[src/design/hart_pkg.sv]
package hart_pkg;

  // data and address width of the hart
  localparam int XLEN = 32;

  typedef logic [XLEN-1:0] word_t;   // register value, pc or instruction word
  typedef logic [4:0]      reg_addr_t;  // index into x0..x31

  // major opcodes this hart decodes, anything else traps
  typedef enum logic [6:0] {
    OP     = 7'b0110011,  // register-register alu ops
    OP_IMM = 7'b0010011,  // register-immediate alu ops
    LUI    = 7'b0110111,  // load upper immediate
    SYSTEM = 7'b1110011   // only ebreak is accepted here
  } opcode_t;

  // alu operations selected in decode and carried to execute
  typedef enum logic [3:0] {
    ADD,
    SUB,
    AND,
    OR,
    XOR,
    SLT,     // signed compare, result is 0 or 1
    SLL,     // shift amount is operand b[4:0]
    SRL,
    PASS_B   // lui just forwards the u-type immediate
  } alu_op_e;

  // ebreak has no operands so the whole word is fixed
  localparam word_t EBREAK_WORD = 32'h0010_0073;

  // addi x0, x0, 0 fills the pipeline registers until real words arrive
  localparam word_t NOP_WORD = 32'h0000_0013;

  // no branches or jumps, so the pc always moves by one word
  localparam word_t PC_STEP = 32'd4;

endpackage

[src/design/id_ex_if.sv]
`timescale 1ns/1ps

// one decoded instruction on its way from decode to execute
interface id_ex_if;
  import hart_pkg::*;

  logic      valid;      // low while post-reset fill words move through
  word_t     inst;       // raw word, carried for the retire port
  word_t     pc;
  alu_op_e   alu_op;
  reg_addr_t rs1_addr;   // zero when the instruction does not read rs1
  reg_addr_t rs2_addr;   // zero when the instruction does not read rs2
  word_t     rs1_data;   // register file data read in decode
  word_t     rs2_data;
  word_t     imm;
  logic      use_imm;    // operand b is imm instead of rs2
  reg_addr_t rd_addr;
  logic      writes_rd;  // already cleared for traps, halt and x0
  logic      trap;
  logic      halt;

  modport producer (output valid, inst, pc, alu_op, rs1_addr, rs2_addr, rs1_data, rs2_data,
                    imm, use_imm, rd_addr, writes_rd, trap, halt);
  modport consumer (input valid, inst, pc, alu_op, rs1_addr, rs2_addr, rs1_data, rs2_data,
                    imm, use_imm, rd_addr, writes_rd, trap, halt);

endinterface

[src/design/fetch_unit.sv]
`timescale 1ns/1ps

module fetch_unit #(
  parameter hart_pkg::word_t RESET_ADDR = 32'h0000_0000
) (
  input  logic            i_clk,
  input  logic            i_rst,
  input  hart_pkg::word_t i_imem_rdata,  // word for the address sent last cycle
  output hart_pkg::word_t o_imem_raddr,
  output hart_pkg::word_t o_if_inst,
  output hart_pkg::word_t o_if_pc,
  output logic            o_if_valid
);
  import hart_pkg::*;

  word_t pc;         // address presented to imem this cycle
  word_t req_pc;     // address of the read whose word is on i_imem_rdata now
  logic  req_valid;  // low in the first cycle after reset, nothing has returned yet

  assign o_imem_raddr = pc;  // the pc register drives the imem port directly

  always_ff @(posedge i_clk) begin
    if (i_rst) begin
      pc         <= RESET_ADDR;
      req_valid  <= 1'b0;
      o_if_valid <= 1'b0;
    end else begin
      pc         <= pc + PC_STEP;  // never stalls, so always step
      req_valid  <= 1'b1;
      o_if_valid <= req_valid;     // first real word lands one cycle later
    end
  end

  // if/id payload pairs the returning word with the pc it was fetched from
  always_ff @(posedge i_clk) begin
    req_pc    <= pc;
    o_if_pc   <= req_pc;
    o_if_inst <= req_valid ? i_imem_rdata : NOP_WORD;  // fill with nop until words return
  end

endmodule

[src/design/reg_file.sv]
`timescale 1ns/1ps

module reg_file (
  input  logic               i_clk,
  input  logic               i_rst,
  input  hart_pkg::reg_addr_t i_rs1_addr,
  input  hart_pkg::reg_addr_t i_rs2_addr,
  output hart_pkg::word_t    o_rs1_data,
  output hart_pkg::word_t    o_rs2_data,
  input  logic               i_wb_en,
  input  hart_pkg::reg_addr_t i_wb_addr,
  input  hart_pkg::word_t    i_wb_data
);
  import hart_pkg::*;

  word_t regs [1:31];  // x0 has no storage

  // one read port, x0 is hardwired zero and a same-cycle write is passed through
  function automatic word_t read_port(input reg_addr_t addr);
    if (addr == '0) return '0;
    if (i_wb_en && (i_wb_addr == addr)) return i_wb_data;  // covers the distance-two case
    return regs[addr];
  endfunction

  // both read ports follow the write port and the storage as well as the address
  always_comb begin
    o_rs1_data = read_port(i_rs1_addr);
    o_rs2_data = read_port(i_rs2_addr);
  end

  always_ff @(posedge i_clk) begin
    if (i_rst) begin
      for (int i = 1; i < 32; i++) begin
        regs[i] <= '0;  // programs start from a known all-zero state
      end
    end else if (i_wb_en && (i_wb_addr != '0)) begin
      regs[i_wb_addr] <= i_wb_data;
    end
  end

endmodule

[src/design/decode_unit.sv]
`timescale 1ns/1ps

module decode_unit (
  input  logic                i_clk,
  input  logic                i_rst,
  input  hart_pkg::word_t     i_if_inst,
  input  hart_pkg::word_t     i_if_pc,
  input  logic                i_if_valid,
  output hart_pkg::reg_addr_t o_rs1_addr,  // to the register file read ports
  output hart_pkg::reg_addr_t o_rs2_addr,
  input  hart_pkg::word_t     i_rs1_data,
  input  hart_pkg::word_t     i_rs2_data,
  id_ex_if.producer           id_ex
);
  import hart_pkg::*;

  opcode_t    opcode;
  logic [2:0] funct3;
  logic [6:0] funct7;
  reg_addr_t  rd;
  alu_op_e    alu_op;
  word_t      imm;
  logic       use_imm;
  logic       reads_rs1;
  logic       reads_rs2;
  logic       writes;
  logic       trap;
  logic       halt;

  assign opcode = opcode_t'(i_if_inst[6:0]);  // values outside the enum fall to default
  assign funct3 = i_if_inst[14:12];
  assign funct7 = i_if_inst[31:25];
  assign rd     = i_if_inst[11:7];

  always_comb begin
    alu_op    = ADD;
    use_imm   = 1'b0;
    reads_rs1 = 1'b0;
    reads_rs2 = 1'b0;
    writes    = 1'b0;
    trap      = 1'b0;
    halt      = 1'b0;
    imm       = {{20{i_if_inst[31]}}, i_if_inst[31:20]};  // i-type, sign extended
    case (opcode)
      OP: begin
        reads_rs1 = 1'b1;
        reads_rs2 = 1'b1;
        writes    = 1'b1;
        case ({funct7, funct3})  // funct7 must be zero except for sub
          {7'h00, 3'b000}: alu_op = ADD;
          {7'h20, 3'b000}: alu_op = SUB;
          {7'h00, 3'b111}: alu_op = AND;
          {7'h00, 3'b110}: alu_op = OR;
          {7'h00, 3'b100}: alu_op = XOR;
          {7'h00, 3'b010}: alu_op = SLT;
          {7'h00, 3'b001}: alu_op = SLL;
          {7'h00, 3'b101}: alu_op = SRL;
          default:         trap   = 1'b1;  // sltu, sra and friends are not kept
        endcase
      end
      OP_IMM: begin
        reads_rs1 = 1'b1;
        use_imm   = 1'b1;
        writes    = 1'b1;
        case (funct3)
          3'b000:  alu_op = ADD;
          3'b111:  alu_op = AND;
          3'b110:  alu_op = OR;
          3'b100:  alu_op = XOR;
          3'b010:  alu_op = SLT;
          3'b001: begin
            alu_op = SLL;
            trap   = (funct7 != 7'h00);  // upper bits of a shift imm must be zero
          end
          3'b101: begin
            alu_op = SRL;
            trap   = (funct7 != 7'h00);  // srai would land here, not supported
          end
          default: trap = 1'b1;  // sltiu
        endcase
      end
      LUI: begin
        alu_op  = PASS_B;
        use_imm = 1'b1;
        writes  = 1'b1;
        imm     = {i_if_inst[31:12], 12'h000};  // u-type immediate
      end
      SYSTEM: begin
        halt = (i_if_inst == EBREAK_WORD);
        trap = (i_if_inst != EBREAK_WORD);  // ecall, csr ops are not kept
      end
      default: trap = 1'b1;
    endcase
    if (trap) begin
      // a trapping word reads and writes nothing
      reads_rs1 = 1'b0;
      reads_rs2 = 1'b0;
      writes    = 1'b0;
    end
    if (halt || (rd == '0)) writes = 1'b0;  // writes to x0 are dropped here once
  end

  assign o_rs1_addr = reads_rs1 ? i_if_inst[19:15] : '0;
  assign o_rs2_addr = reads_rs2 ? i_if_inst[24:20] : '0;

  // control half of id/ex, fill words never raise a flag
  always_ff @(posedge i_clk) begin
    if (i_rst) begin
      id_ex.valid     <= 1'b0;
      id_ex.writes_rd <= 1'b0;
      id_ex.trap      <= 1'b0;
      id_ex.halt      <= 1'b0;
    end else begin
      id_ex.valid     <= i_if_valid;
      id_ex.writes_rd <= i_if_valid & writes;
      id_ex.trap      <= i_if_valid & trap;
      id_ex.halt      <= i_if_valid & halt;
    end
  end

  always_ff @(posedge i_clk) begin
    id_ex.inst     <= i_if_inst;
    id_ex.pc       <= i_if_pc;
    id_ex.alu_op   <= alu_op;
    id_ex.rs1_addr <= o_rs1_addr;
    id_ex.rs2_addr <= o_rs2_addr;
    id_ex.rs1_data <= i_rs1_data;  // already includes the write-through value
    id_ex.rs2_data <= i_rs2_data;
    id_ex.imm      <= imm;
    id_ex.use_imm  <= use_imm;
    id_ex.rd_addr  <= rd;
  end

endmodule

[src/design/execute_unit.sv]
`timescale 1ns/1ps

module execute_unit (
  input  logic                i_clk,
  input  logic                i_rst,
  id_ex_if.consumer           id_ex,
  output logic                o_wb_en,
  output hart_pkg::reg_addr_t o_wb_addr,
  output hart_pkg::word_t     o_wb_data,
  output logic                o_retire_valid,
  output logic                o_retire_trap,
  output logic                o_retire_halt,
  output hart_pkg::word_t     o_retire_inst,
  output hart_pkg::reg_addr_t o_retire_rs1_raddr,
  output hart_pkg::reg_addr_t o_retire_rs2_raddr,
  output hart_pkg::word_t     o_retire_rs1_rdata,
  output hart_pkg::word_t     o_retire_rs2_rdata,
  output hart_pkg::reg_addr_t o_retire_rd_waddr,
  output hart_pkg::word_t     o_retire_rd_wdata,
  output hart_pkg::word_t     o_retire_pc,
  output hart_pkg::word_t     o_retire_next_pc
);
  import hart_pkg::*;

  word_t rs1_val;     // rs1 after forwarding
  word_t rs2_val;
  word_t op_b;
  word_t alu_result;

  // ex/wb register
  logic      wb_valid;
  logic      wb_writes;
  logic      wb_trap;
  logic      wb_halt;
  word_t     wb_inst;
  word_t     wb_pc;
  reg_addr_t wb_rs1_addr;
  reg_addr_t wb_rs2_addr;
  word_t     wb_rs1_data;
  word_t     wb_rs2_data;
  reg_addr_t wb_rd;
  word_t     wb_result;

  // rs addresses are zero when unused and o_wb_en never fires for x0,
  // so a plain match means the previous instruction produced this operand
  assign rs1_val = (o_wb_en && (wb_rd == id_ex.rs1_addr)) ? wb_result : id_ex.rs1_data;
  assign rs2_val = (o_wb_en && (wb_rd == id_ex.rs2_addr)) ? wb_result : id_ex.rs2_data;
  assign op_b    = id_ex.use_imm ? id_ex.imm : rs2_val;

  always_comb begin
    case (id_ex.alu_op)
      ADD:     alu_result = rs1_val + op_b;
      SUB:     alu_result = rs1_val - op_b;
      AND:     alu_result = rs1_val & op_b;
      OR:      alu_result = rs1_val | op_b;
      XOR:     alu_result = rs1_val ^ op_b;
      SLT:     alu_result = {31'd0, $signed(rs1_val) < $signed(op_b)};
      SLL:     alu_result = rs1_val << op_b[4:0];
      SRL:     alu_result = rs1_val >> op_b[4:0];
      PASS_B:  alu_result = op_b;
      default: alu_result = '0;
    endcase
  end

  always_ff @(posedge i_clk) begin
    if (i_rst) begin
      wb_valid  <= 1'b0;
      wb_writes <= 1'b0;
      wb_trap   <= 1'b0;
      wb_halt   <= 1'b0;
    end else begin
      wb_valid  <= id_ex.valid;
      wb_writes <= id_ex.writes_rd;
      wb_trap   <= id_ex.trap;
      wb_halt   <= id_ex.halt;
    end
  end

  always_ff @(posedge i_clk) begin
    wb_inst     <= id_ex.inst;
    wb_pc       <= id_ex.pc;
    wb_rs1_addr <= id_ex.rs1_addr;
    wb_rs2_addr <= id_ex.rs2_addr;
    wb_rs1_data <= rs1_val;  // retire reports the operands actually used
    wb_rs2_data <= rs2_val;
    wb_rd       <= id_ex.rd_addr;
    wb_result   <= alu_result;
  end

  assign o_wb_en   = wb_valid & wb_writes;
  assign o_wb_addr = wb_rd;
  assign o_wb_data = wb_result;

  assign o_retire_valid     = wb_valid;
  assign o_retire_trap      = wb_valid & wb_trap;
  assign o_retire_halt      = wb_valid & wb_halt;
  assign o_retire_inst      = wb_inst;
  assign o_retire_rs1_raddr = wb_rs1_addr;
  assign o_retire_rs2_raddr = wb_rs2_addr;
  assign o_retire_rs1_rdata = wb_rs1_data;
  assign o_retire_rs2_rdata = wb_rs2_data;
  assign o_retire_rd_waddr  = o_wb_en ? wb_rd : '0;  // zero for traps, halt and x0
  assign o_retire_rd_wdata  = wb_result;
  assign o_retire_pc        = wb_pc;
  assign o_retire_next_pc   = wb_pc + PC_STEP;  // no control flow, always sequential

endmodule

[src/design/hart.sv]
`timescale 1ns/1ps

module hart #(
  parameter hart_pkg::word_t RESET_ADDR = 32'h0000_0000
) (
  input  logic                i_clk,
  input  logic                i_rst,
  output hart_pkg::word_t     o_imem_raddr,
  input  hart_pkg::word_t     i_imem_rdata,  // arrives one cycle after its address
  output logic                o_retire_valid,
  output logic                o_retire_trap,
  output logic                o_retire_halt,
  output hart_pkg::word_t     o_retire_inst,
  output hart_pkg::reg_addr_t o_retire_rs1_raddr,
  output hart_pkg::reg_addr_t o_retire_rs2_raddr,
  output hart_pkg::word_t     o_retire_rs1_rdata,
  output hart_pkg::word_t     o_retire_rs2_rdata,
  output hart_pkg::reg_addr_t o_retire_rd_waddr,
  output hart_pkg::word_t     o_retire_rd_wdata,
  output hart_pkg::word_t     o_retire_pc,
  output hart_pkg::word_t     o_retire_next_pc
);
  import hart_pkg::*;

  // if/id outputs of fetch
  word_t     if_inst;
  word_t     if_pc;
  logic      if_valid;

  // decode read ports into the register file
  reg_addr_t rs1_addr;
  reg_addr_t rs2_addr;
  word_t     rs1_data;
  word_t     rs2_data;

  // writeback port from execute
  logic      wb_en;
  reg_addr_t wb_addr;
  word_t     wb_data;

  id_ex_if id_ex ();  // id/ex pipeline register contents

  fetch_unit #(
    .RESET_ADDR (RESET_ADDR)
  ) i_fetch (
    .i_clk        (i_clk),
    .i_rst        (i_rst),
    .i_imem_rdata (i_imem_rdata),
    .o_imem_raddr (o_imem_raddr),
    .o_if_inst    (if_inst),
    .o_if_pc      (if_pc),
    .o_if_valid   (if_valid)
  );

  reg_file i_reg_file (
    .i_clk      (i_clk),
    .i_rst      (i_rst),
    .i_rs1_addr (rs1_addr),
    .i_rs2_addr (rs2_addr),
    .o_rs1_data (rs1_data),
    .o_rs2_data (rs2_data),
    .i_wb_en    (wb_en),
    .i_wb_addr  (wb_addr),
    .i_wb_data  (wb_data)
  );

  decode_unit i_decode (
    .i_clk      (i_clk),
    .i_rst      (i_rst),
    .i_if_inst  (if_inst),
    .i_if_pc    (if_pc),
    .i_if_valid (if_valid),
    .o_rs1_addr (rs1_addr),
    .o_rs2_addr (rs2_addr),
    .i_rs1_data (rs1_data),
    .i_rs2_data (rs2_data),
    .id_ex      (id_ex)
  );

  execute_unit i_execute (
    .i_clk              (i_clk),
    .i_rst              (i_rst),
    .id_ex              (id_ex),
    .o_wb_en            (wb_en),
    .o_wb_addr          (wb_addr),
    .o_wb_data          (wb_data),
    .o_retire_valid     (o_retire_valid),
    .o_retire_trap      (o_retire_trap),
    .o_retire_halt      (o_retire_halt),
    .o_retire_inst      (o_retire_inst),
    .o_retire_rs1_raddr (o_retire_rs1_raddr),
    .o_retire_rs2_raddr (o_retire_rs2_raddr),
    .o_retire_rs1_rdata (o_retire_rs1_rdata),
    .o_retire_rs2_rdata (o_retire_rs2_rdata),
    .o_retire_rd_waddr  (o_retire_rd_waddr),
    .o_retire_rd_wdata  (o_retire_rd_wdata),
    .o_retire_pc        (o_retire_pc),
    .o_retire_next_pc   (o_retire_next_pc)
  );

endmodule

[config.mk]
export PLATFORM = sky130hd
export DESIGN_NAME = hart
export DESIGN_NICKNAME = d
export VERILOG_FILES = /design/src/design/hart_pkg.sv /design/src/design/id_ex_if.sv /design/src/design/fetch_unit.sv /design/src/design/reg_file.sv /design/src/design/decode_unit.sv /design/src/design/execute_unit.sv /design/src/design/hart.sv
export SDC_FILE = /design/constraint.sdc
export NUM_CORES = 2
export LEC_CHECK = 0
export BUFFER_PORTS_ARGS = -buffer_cell sky130_fd_sc_hd__buf_2
export CAP_MARGIN = 20
export CELL_PAD_IN_SITES_DETAIL_PLACEMENT = 1
export CELL_PAD_IN_SITES_GLOBAL_PLACEMENT = 2
export CORE_UTILIZATION = 37
export DETAILED_ROUTE_END_ITERATION = 10
export GPL_ROUTABILITY_DRIVEN = 1
export PLACE_DENSITY_LB_ADDON = 0.1
export SLEW_MARGIN = 20
export SYNTH_ARGS = -nofsm -noshare
export SYNTH_HDL_FRONTEND = slang
export SYNTH_SLANG_ARGS = --single-unit
[constraint.sdc]
create_clock -name i_clk -period 5.1 [get_ports i_clk]
set_input_delay 0.51 -clock i_clk [delete_from_list [all_inputs] [get_ports i_clk]]
set_output_delay 0.51 -clock i_clk [all_outputs]
set_load 0.03 [all_outputs]
---- After elaboration in Yosys (flattened, before gate mapping) ----
Memories as Yosys holds them, arrays and structs flattened.
Cells that the tools add are included.
W data, S select, Z words.
operators by class
  add/sub/neg operators ................... 4
  magnitude comparators ................... 1
  eq/ne operators ......................... 31
  shift-type cells ........................ 2
  muxes and demuxes ....................... 46
  bitwise gates (word level) .............. 9
  reduce and logical (&&, ||, !) cells .... 21
operators by type and width
  kind                     count
  $mux W32                 12
  $pmux W32 S9             1
  $add A32 B3 Y32 const B  2
  $eq A10 B3 Y1 const B    4
  $add A32 B32 Y32         1
  $and A32 B32 Y32         1
  $eq A32 B21 Y1 const B   1
  $lt A32 B32 Y1           1
  $ne A32 B21 Y1 const B   1
  $or A32 B32 Y32          1
  $reduce_or A32 Y1        1
  $shl A32 B5 Y32          1
  $shr A32 B5 Y32          1
  $sub A32 B32 Y32         1
  $xor A32 B32 Y32         1
  $mux W31                 1
  $mux W1                  23
  $pmux W3 S7              1
  $eq A5 B5 Y1             4
  $mux W5                  4
  $pmux W3 S6              1
  $eq A4 B3 Y1 const B     4
  $logic_not A5 Y1         3
  $eq A7 B6 Y1 const B     2
  other kinds (26)         41
word-level totals
  flip-flop bits (word level) ............. 493
  memory bits (writable) .................. 992
  input bits .............................. 34
  output and inout port bits .............. 242
  memories kept ........................... 1
memories
  name             words  bits a word  read ports  clocked after Yosys merged registers in  wr ports  line            text
  i_reg_file.regs  31     32           2           0                                        31        reg_file.sv:16  word_t regs [1:31];

---- Logic depth before layout (Yosys ltp) ----
  depth in word-level cells ............... 12
  depth in mapped cells ................... 24
  mapped depth without buffers ............ 19

---- Cells and area by module ----
From an unflattened synthesis, not the netlist that was laid out.
second synthesis, totals
  cell total of the unflattened synthesis .. 5960
  area total of the unflattened synthesis .. 76673.5 um2
by module, submodules not included
  module        times used  cells an instance  area an instance (um2)  sequential area each (um2)
  reg_file      1           3740               54802.6                 30749.5
  execute_unit  1           1633               14052.2                 3583.4
  decode_unit   1           293                4331.7                  3563.4
  fetch_unit    1           294                3487.1                  2482.4

---- Worst setup path before layout ----
OpenSTA, ideal clock, no wires.
  path type ............................... flip-flop to flip-flop
  start ................................... register i_execute.o_retire_inst[7] (netlist name)
  end ..................................... register i_execute.wb_result[29], in the netlist i_execute.o_retire_rd_wdata[29]
  library setup time ...................... 0.122 ns
  data arrival time ....................... 5.212 ns
  path slack .............................. -0.234 ns
  stages on the path, launching flop included .. 22
  path buffers ............................ 4
  path through ............................ dfxtp_1 buf_6 xnor2_2 and4_1 buf_2 nand2_1 clkbuf_1 mux2_2 mux2i_1 inv_1 ha_1 clkbuf_1 or3_1 or2_2 or3_1 o221ai_1 a21oi_1 o21ai_1 a221o_1 a211oi_1 a211o_1 a221o_1
RTL lines
  element                 line                text
  end signal: assignment  execute_unit.sv:87  wb_result <= alu_result;
  end: declaration        execute_unit.sv:42  word_t wb_result;

---- Worst setup path after layout ----
  start ................................... register i_fetch.o_if_inst[3]
  end ..................................... register i_decode.id_ex.rs2_data[13]
on the way
  cells in the longest elaborated chain, start to end .. 10
ends and longest elaborated chain
  element                                                                  line                text
  start: declaration                                                       fetch_unit.sv:10    output hart_pkg::word_t o_if_inst,
  start signal: assignment                                                 fetch_unit.sv:38    o_if_inst <= req_valid ? i_imem_rdata : NOP_WORD;
  $ne A32 B21 Y1 (tied with other cells)                                   decode_unit.sv:90   trap = (i_if_inst != EBREAK_WORD);
  $pmux W1 S4 / $mux W1 (equally long branches)                            decode_unit.sv:44   case (opcode)
  $mux W1 (*)                                                              decode_unit.sv:94   if (trap) begin
  $mux W5 (*)                                                              decode_unit.sv:104  assign o_rs2_addr = reads_rs2 ? i_if_inst[24:20] : '0;
  parallel branches: the longest is 5 deep, another holds $mem_v2 Z31 W32  n/a
  $mux W32 (*)                                                             reg_file.sv:21      if (i_wb_en && (i_wb_addr == addr)) return i_wb_data;
  end signal: assignment                                                   decode_unit.sv:128  id_ex.rs2_data <= i_rs2_data;
  end: declaration                                                         id_ex_if.sv:22      modport producer (output valid, inst, pc, alu_op, rs1_addr, rs2_addr, rs1_data, rs2_data,
Mark *: on every way between the ends. The select of a mux whose other input is x is not followed.
A chain may end at the register's enable or synchronous reset.

==> flow_metrics.tcl <==
set metrics [dict create \
    wl_per_cell_um 38.1 \
    syn_area_mm2 0.0770 \
    core.rowCount 167 \
    reg2reg_setup_slack_ns 0.07 \
    fin_nets 8141 \
    hold_viol_final 0 \
    grt_pass1_wl_um 566000 \
    min_period_ns 5.03 \
    initialDrtViolationCount 9026 \
    syn_to_final_growth_pct 19.2 \
    dp_slack_ns -0.358 \
    yosys_warnings 0 \
    cap_violations 0 \
    vias_per_cell 6.44 \
    drc 0 \
    ys_seq_elements 1496 \
    reg2reg_to "i_decode.id_ex.rs2_data[13]$_SDFF_PN0_" \
    tightest_slew_ns 1.23 \
    synth_edf_count 1024 \
    cts_root_buffer "clkbuf_16" \
    die_area_mm2 0.210 \
    die_x_um 458 \
    dr.pass1.iters 6 \
    slew_violations 0 \
    hold_end "i_fetch.o_if_pc[30]$_DFF_P_" \
    fp.coreArea_mm2 0.207 \
    grt-ovfl-total 0 \
    gp_congestion 0.987 \
    start_kind "register" \
    clkTransAtPathRegs_ns 0.06 \
    hold_path_startpoint "i_fetch.req_pc[30]$_DFF_P_" \
    yosysTopAreaCell "edfxtp_1" \
    r2r_start "i_fetch.o_if_inst[3]$_SDFF_PN0_" \
    drtAntennaViolNets 0 \
    cts_tree "done" \
    status "finished, final reports clean" \
    cp_max_fo 18 \
    num_vias 70000 \
    cp.required_ns 5.82 \
    grt_use_total 0.385 \
    antenna_found_initial 60 \
    hold_depth 0 \
    numCtsBuffers 174 \
    clk_latency_ns 0.87 \
    ios 276 \
    synth_cells 7603 \
    fin_ws_ns 0.0711 \
    fin_util 0.444 \
    r2r_cells 11 \
    postSynth.asyncResetShare 0 \
    ys.flop_type "edfxtp_1" \
    setup_tns_ns 0 \
    min_path_type "register to register" \
    fin_skew_ns 0.0705 \
    wirelength_um 414000 \
    netlist_top_cells_area "edfxtp_1, dfxtp_1, and2_1, nand2_1, mux2i_1" \
    setup_violations 0 \
    relSlewSlack 0.178 \
    layout-drive-gt1-share 0.187 \
    grt_pass1_vias 69100 \
    path_class "register to register" \
    ir_drop_mv 0.391 \
    port_buffers 269 \
    grt_start_max_net_pins 89 \
    start_util 0.372 \
    htreeDepth 4 \
    clk_path_buf_depth 3 \
    period_share 0.986 \
    p_per_area_mw_per_mm2 341 \
    synth_seq_area_share 0.522 \
    fillers 22500 \
    ys_types 99 \
    end_kind "register" \
    power_leakage_nw 34.6 \
    cp.arrival_ns 5.75 \
    dp_hpwl_um 278000 \
    clock-sinks 1496 \
    die_h_um 458 \
    synth.top_cell.area_share 0.399 \
    rsz0062_at_grt "false" \
    avgSynthCellArea_um2 10.1 \
    max_freq_ghz 0.199 \
]
## cell type report
type,instances,area (um2),area share
repair buffers,930,7340,0.0800
flip-flops and latches,1496,40200,0.438
clock buffers,229,4820,0.0525
well taps,2704,3380,0.0369
clock inverters,96,1180,0.0128
multi-input cells,5273,34300,0.373
inverters,131,515,0.00561
diodes,13,32.5,0.000354
## kinds of logic (layout without fill, tap and decap cells)
group           after synthesis  in the layout  share of synthesized area
other cells                   1             51                  0.0000487
xor+xnor                     77             77                    0.00905
simple gates               2941           2941                      0.189
compound gates             1612           1612                      0.150
buf+inv                     871           1386                     0.0454
mux                         504            504                     0.0681
fa+ha+maj                   101            101                     0.0166
flops                      1496           1496                      0.522
## synthesized netlist by cell type, drive strengths merged, types with 28 or more instances
| master | n |
|---|---|
| a211oi | 68 |
| a21o | 39 |
| a21oi | 296 |
| a221oi | 44 |
| a22o | 31 |
| a311oi | 69 |
| a31oi | 75 |
| a32o | 37 |
| a32oi | 67 |
| and2 | 761 |
| and3 | 49 |
| buf | 199 |
| clkbuf | 541 |
| dfxtp | 472 |
| edfxtp | 1024 |
| ha | 99 |
| inv | 121 |
| mux2 | 155 |
| mux2i | 349 |
| nand2 | 1009 |
| nand3 | 301 |
| nand4 | 51 |
| nor2 | 259 |
| nor2b | 50 |
| nor3 | 345 |
| nor4 | 31 |
| o211ai | 66 |
| o21ai | 228 |
| o221ai | 266 |
| o22ai | 150 |
| xnor2 | 49 |
| xor2 | 28 |
## registers in the layout (all words and copies together), names as in the netlist, 31 cells and up
signal	cells
i_execute.o_retire_rs1_rdata	32
i_decode.id_ex.inst	32
i_decode.id_ex.rs1_data	32
i_execute.o_retire_rd_wdata	32
i_fetch.o_if_inst	32
i_execute.o_retire_rs2_rdata	32
i_decode.id_ex.imm	31
i_decode.id_ex.rs2_data	32
i_reg_file.regs	1024
i_execute.o_retire_inst	32
## worst max path at each step
stage                                   startpoint                                      end  slack [ns]  cells past startpoint
6_report           i_fetch.o_if_inst[3]$_SDFF_PN0_   i_decode.id_ex.rs2_data[13]$_SDFF_PN0_        0.07                     11
5_1_grt        i_execute.o_retire_valid$_SDFF_PP0_  i_execute.o_retire_rd_wdata[24]$_DFF_P_       0.003                     23
4_1_cts         i_execute.o_retire_inst[9]$_DFF_P_  i_execute.o_retire_rd_wdata[22]$_DFF_P_        0.05                     22
3_5_place_dp   i_execute.o_retire_inst[10]$_DFF_P_  i_execute.o_retire_rd_wdata[31]$_DFF_P_       -0.36                     21
3_3_place_gp   i_execute.o_retire_inst[10]$_DFF_P_  i_execute.o_retire_rd_wdata[31]$_DFF_P_       -0.37                     21
2_1_floorplan   i_execute.o_retire_inst[7]$_DFF_P_  i_execute.o_retire_rd_wdata[29]$_DFF_P_      -0.006                     21
## power by group
part / total (mW) / leakage (nW) / internal [mW] / switching [mW]
sequential: 13.8 / 14.4 / 13.4 / 0.383
clock: 13.2 / 2.94 / 7.54 / 5.70
combinational: 4.30 / 17.2 / 1.20 / 3.10
## critical path, cell delays in order, from the launching register on
cell and delay, ns:
dfxtp_1 0.32, nand4b_1 0.30, or4b_1 0.65, nor3_4 0.45, buf_4 0.36, nand2_4 0.31
inv_2 0.42, buf_4 0.37, nor3_1 0.17, nor2_2 0.78, nand2_1 0.33, o221ai_1 0.39
## layout by cell type (no fill, tap or decap), drive strengths merged, types with 38 or more instances in the layout
master and instances:
edfxtp 1024, nand2 1009, buf 897, and2 761
dfxtp 472, mux2i 349, nor3 345, nand3 301
a21oi 296, o221ai 266, nor2 259, clkbuf 229
o21ai 228, mux2 155, o22ai 150, inv 129
ha 99, clkinv 82, a31oi 75, a311oi 69
a211oi 68, a32oi 67, o211ai 66, nand4 51
nor2b 50, and3 49, xnor2 49, a221oi 44
a21o 39, conb 38
## through the flow
stage / hold WS (ns) / cell area [um2] / total power [mW] / cells
floorplan: 0.310 / 77100 / 15.8 / 7640
global placement: 0.310 / 85300 / 18.1 / 10500
detailed placement: 0.313 / 85300 / 18.1 / 10500
CTS: 0.311 / 91700 / 31.3 / 10900
global route: 0.311 / 91800 / 32.0 / 10900
finish: 0.323 / 91800 / 31.3 / 10900
## metal layers
metal,wire length [um],track usage,vias up
met2,181000,0.582,4028
met3,42200,0.0945,991
met1,166000,0.506,36200
met5,184,0,-
li1,-,-,28800
met4,24800,0.205,26
## repair_timing
item,4_1_cts,5_1_grt
buffers inserted,0,1
gates resized for setup,8,12
hold buffers,33,0
endpoints found under the setup margin,8,9
hold endpoints to repair,34,0
pin swaps,1,3
(Power assumes the default switching activity.)
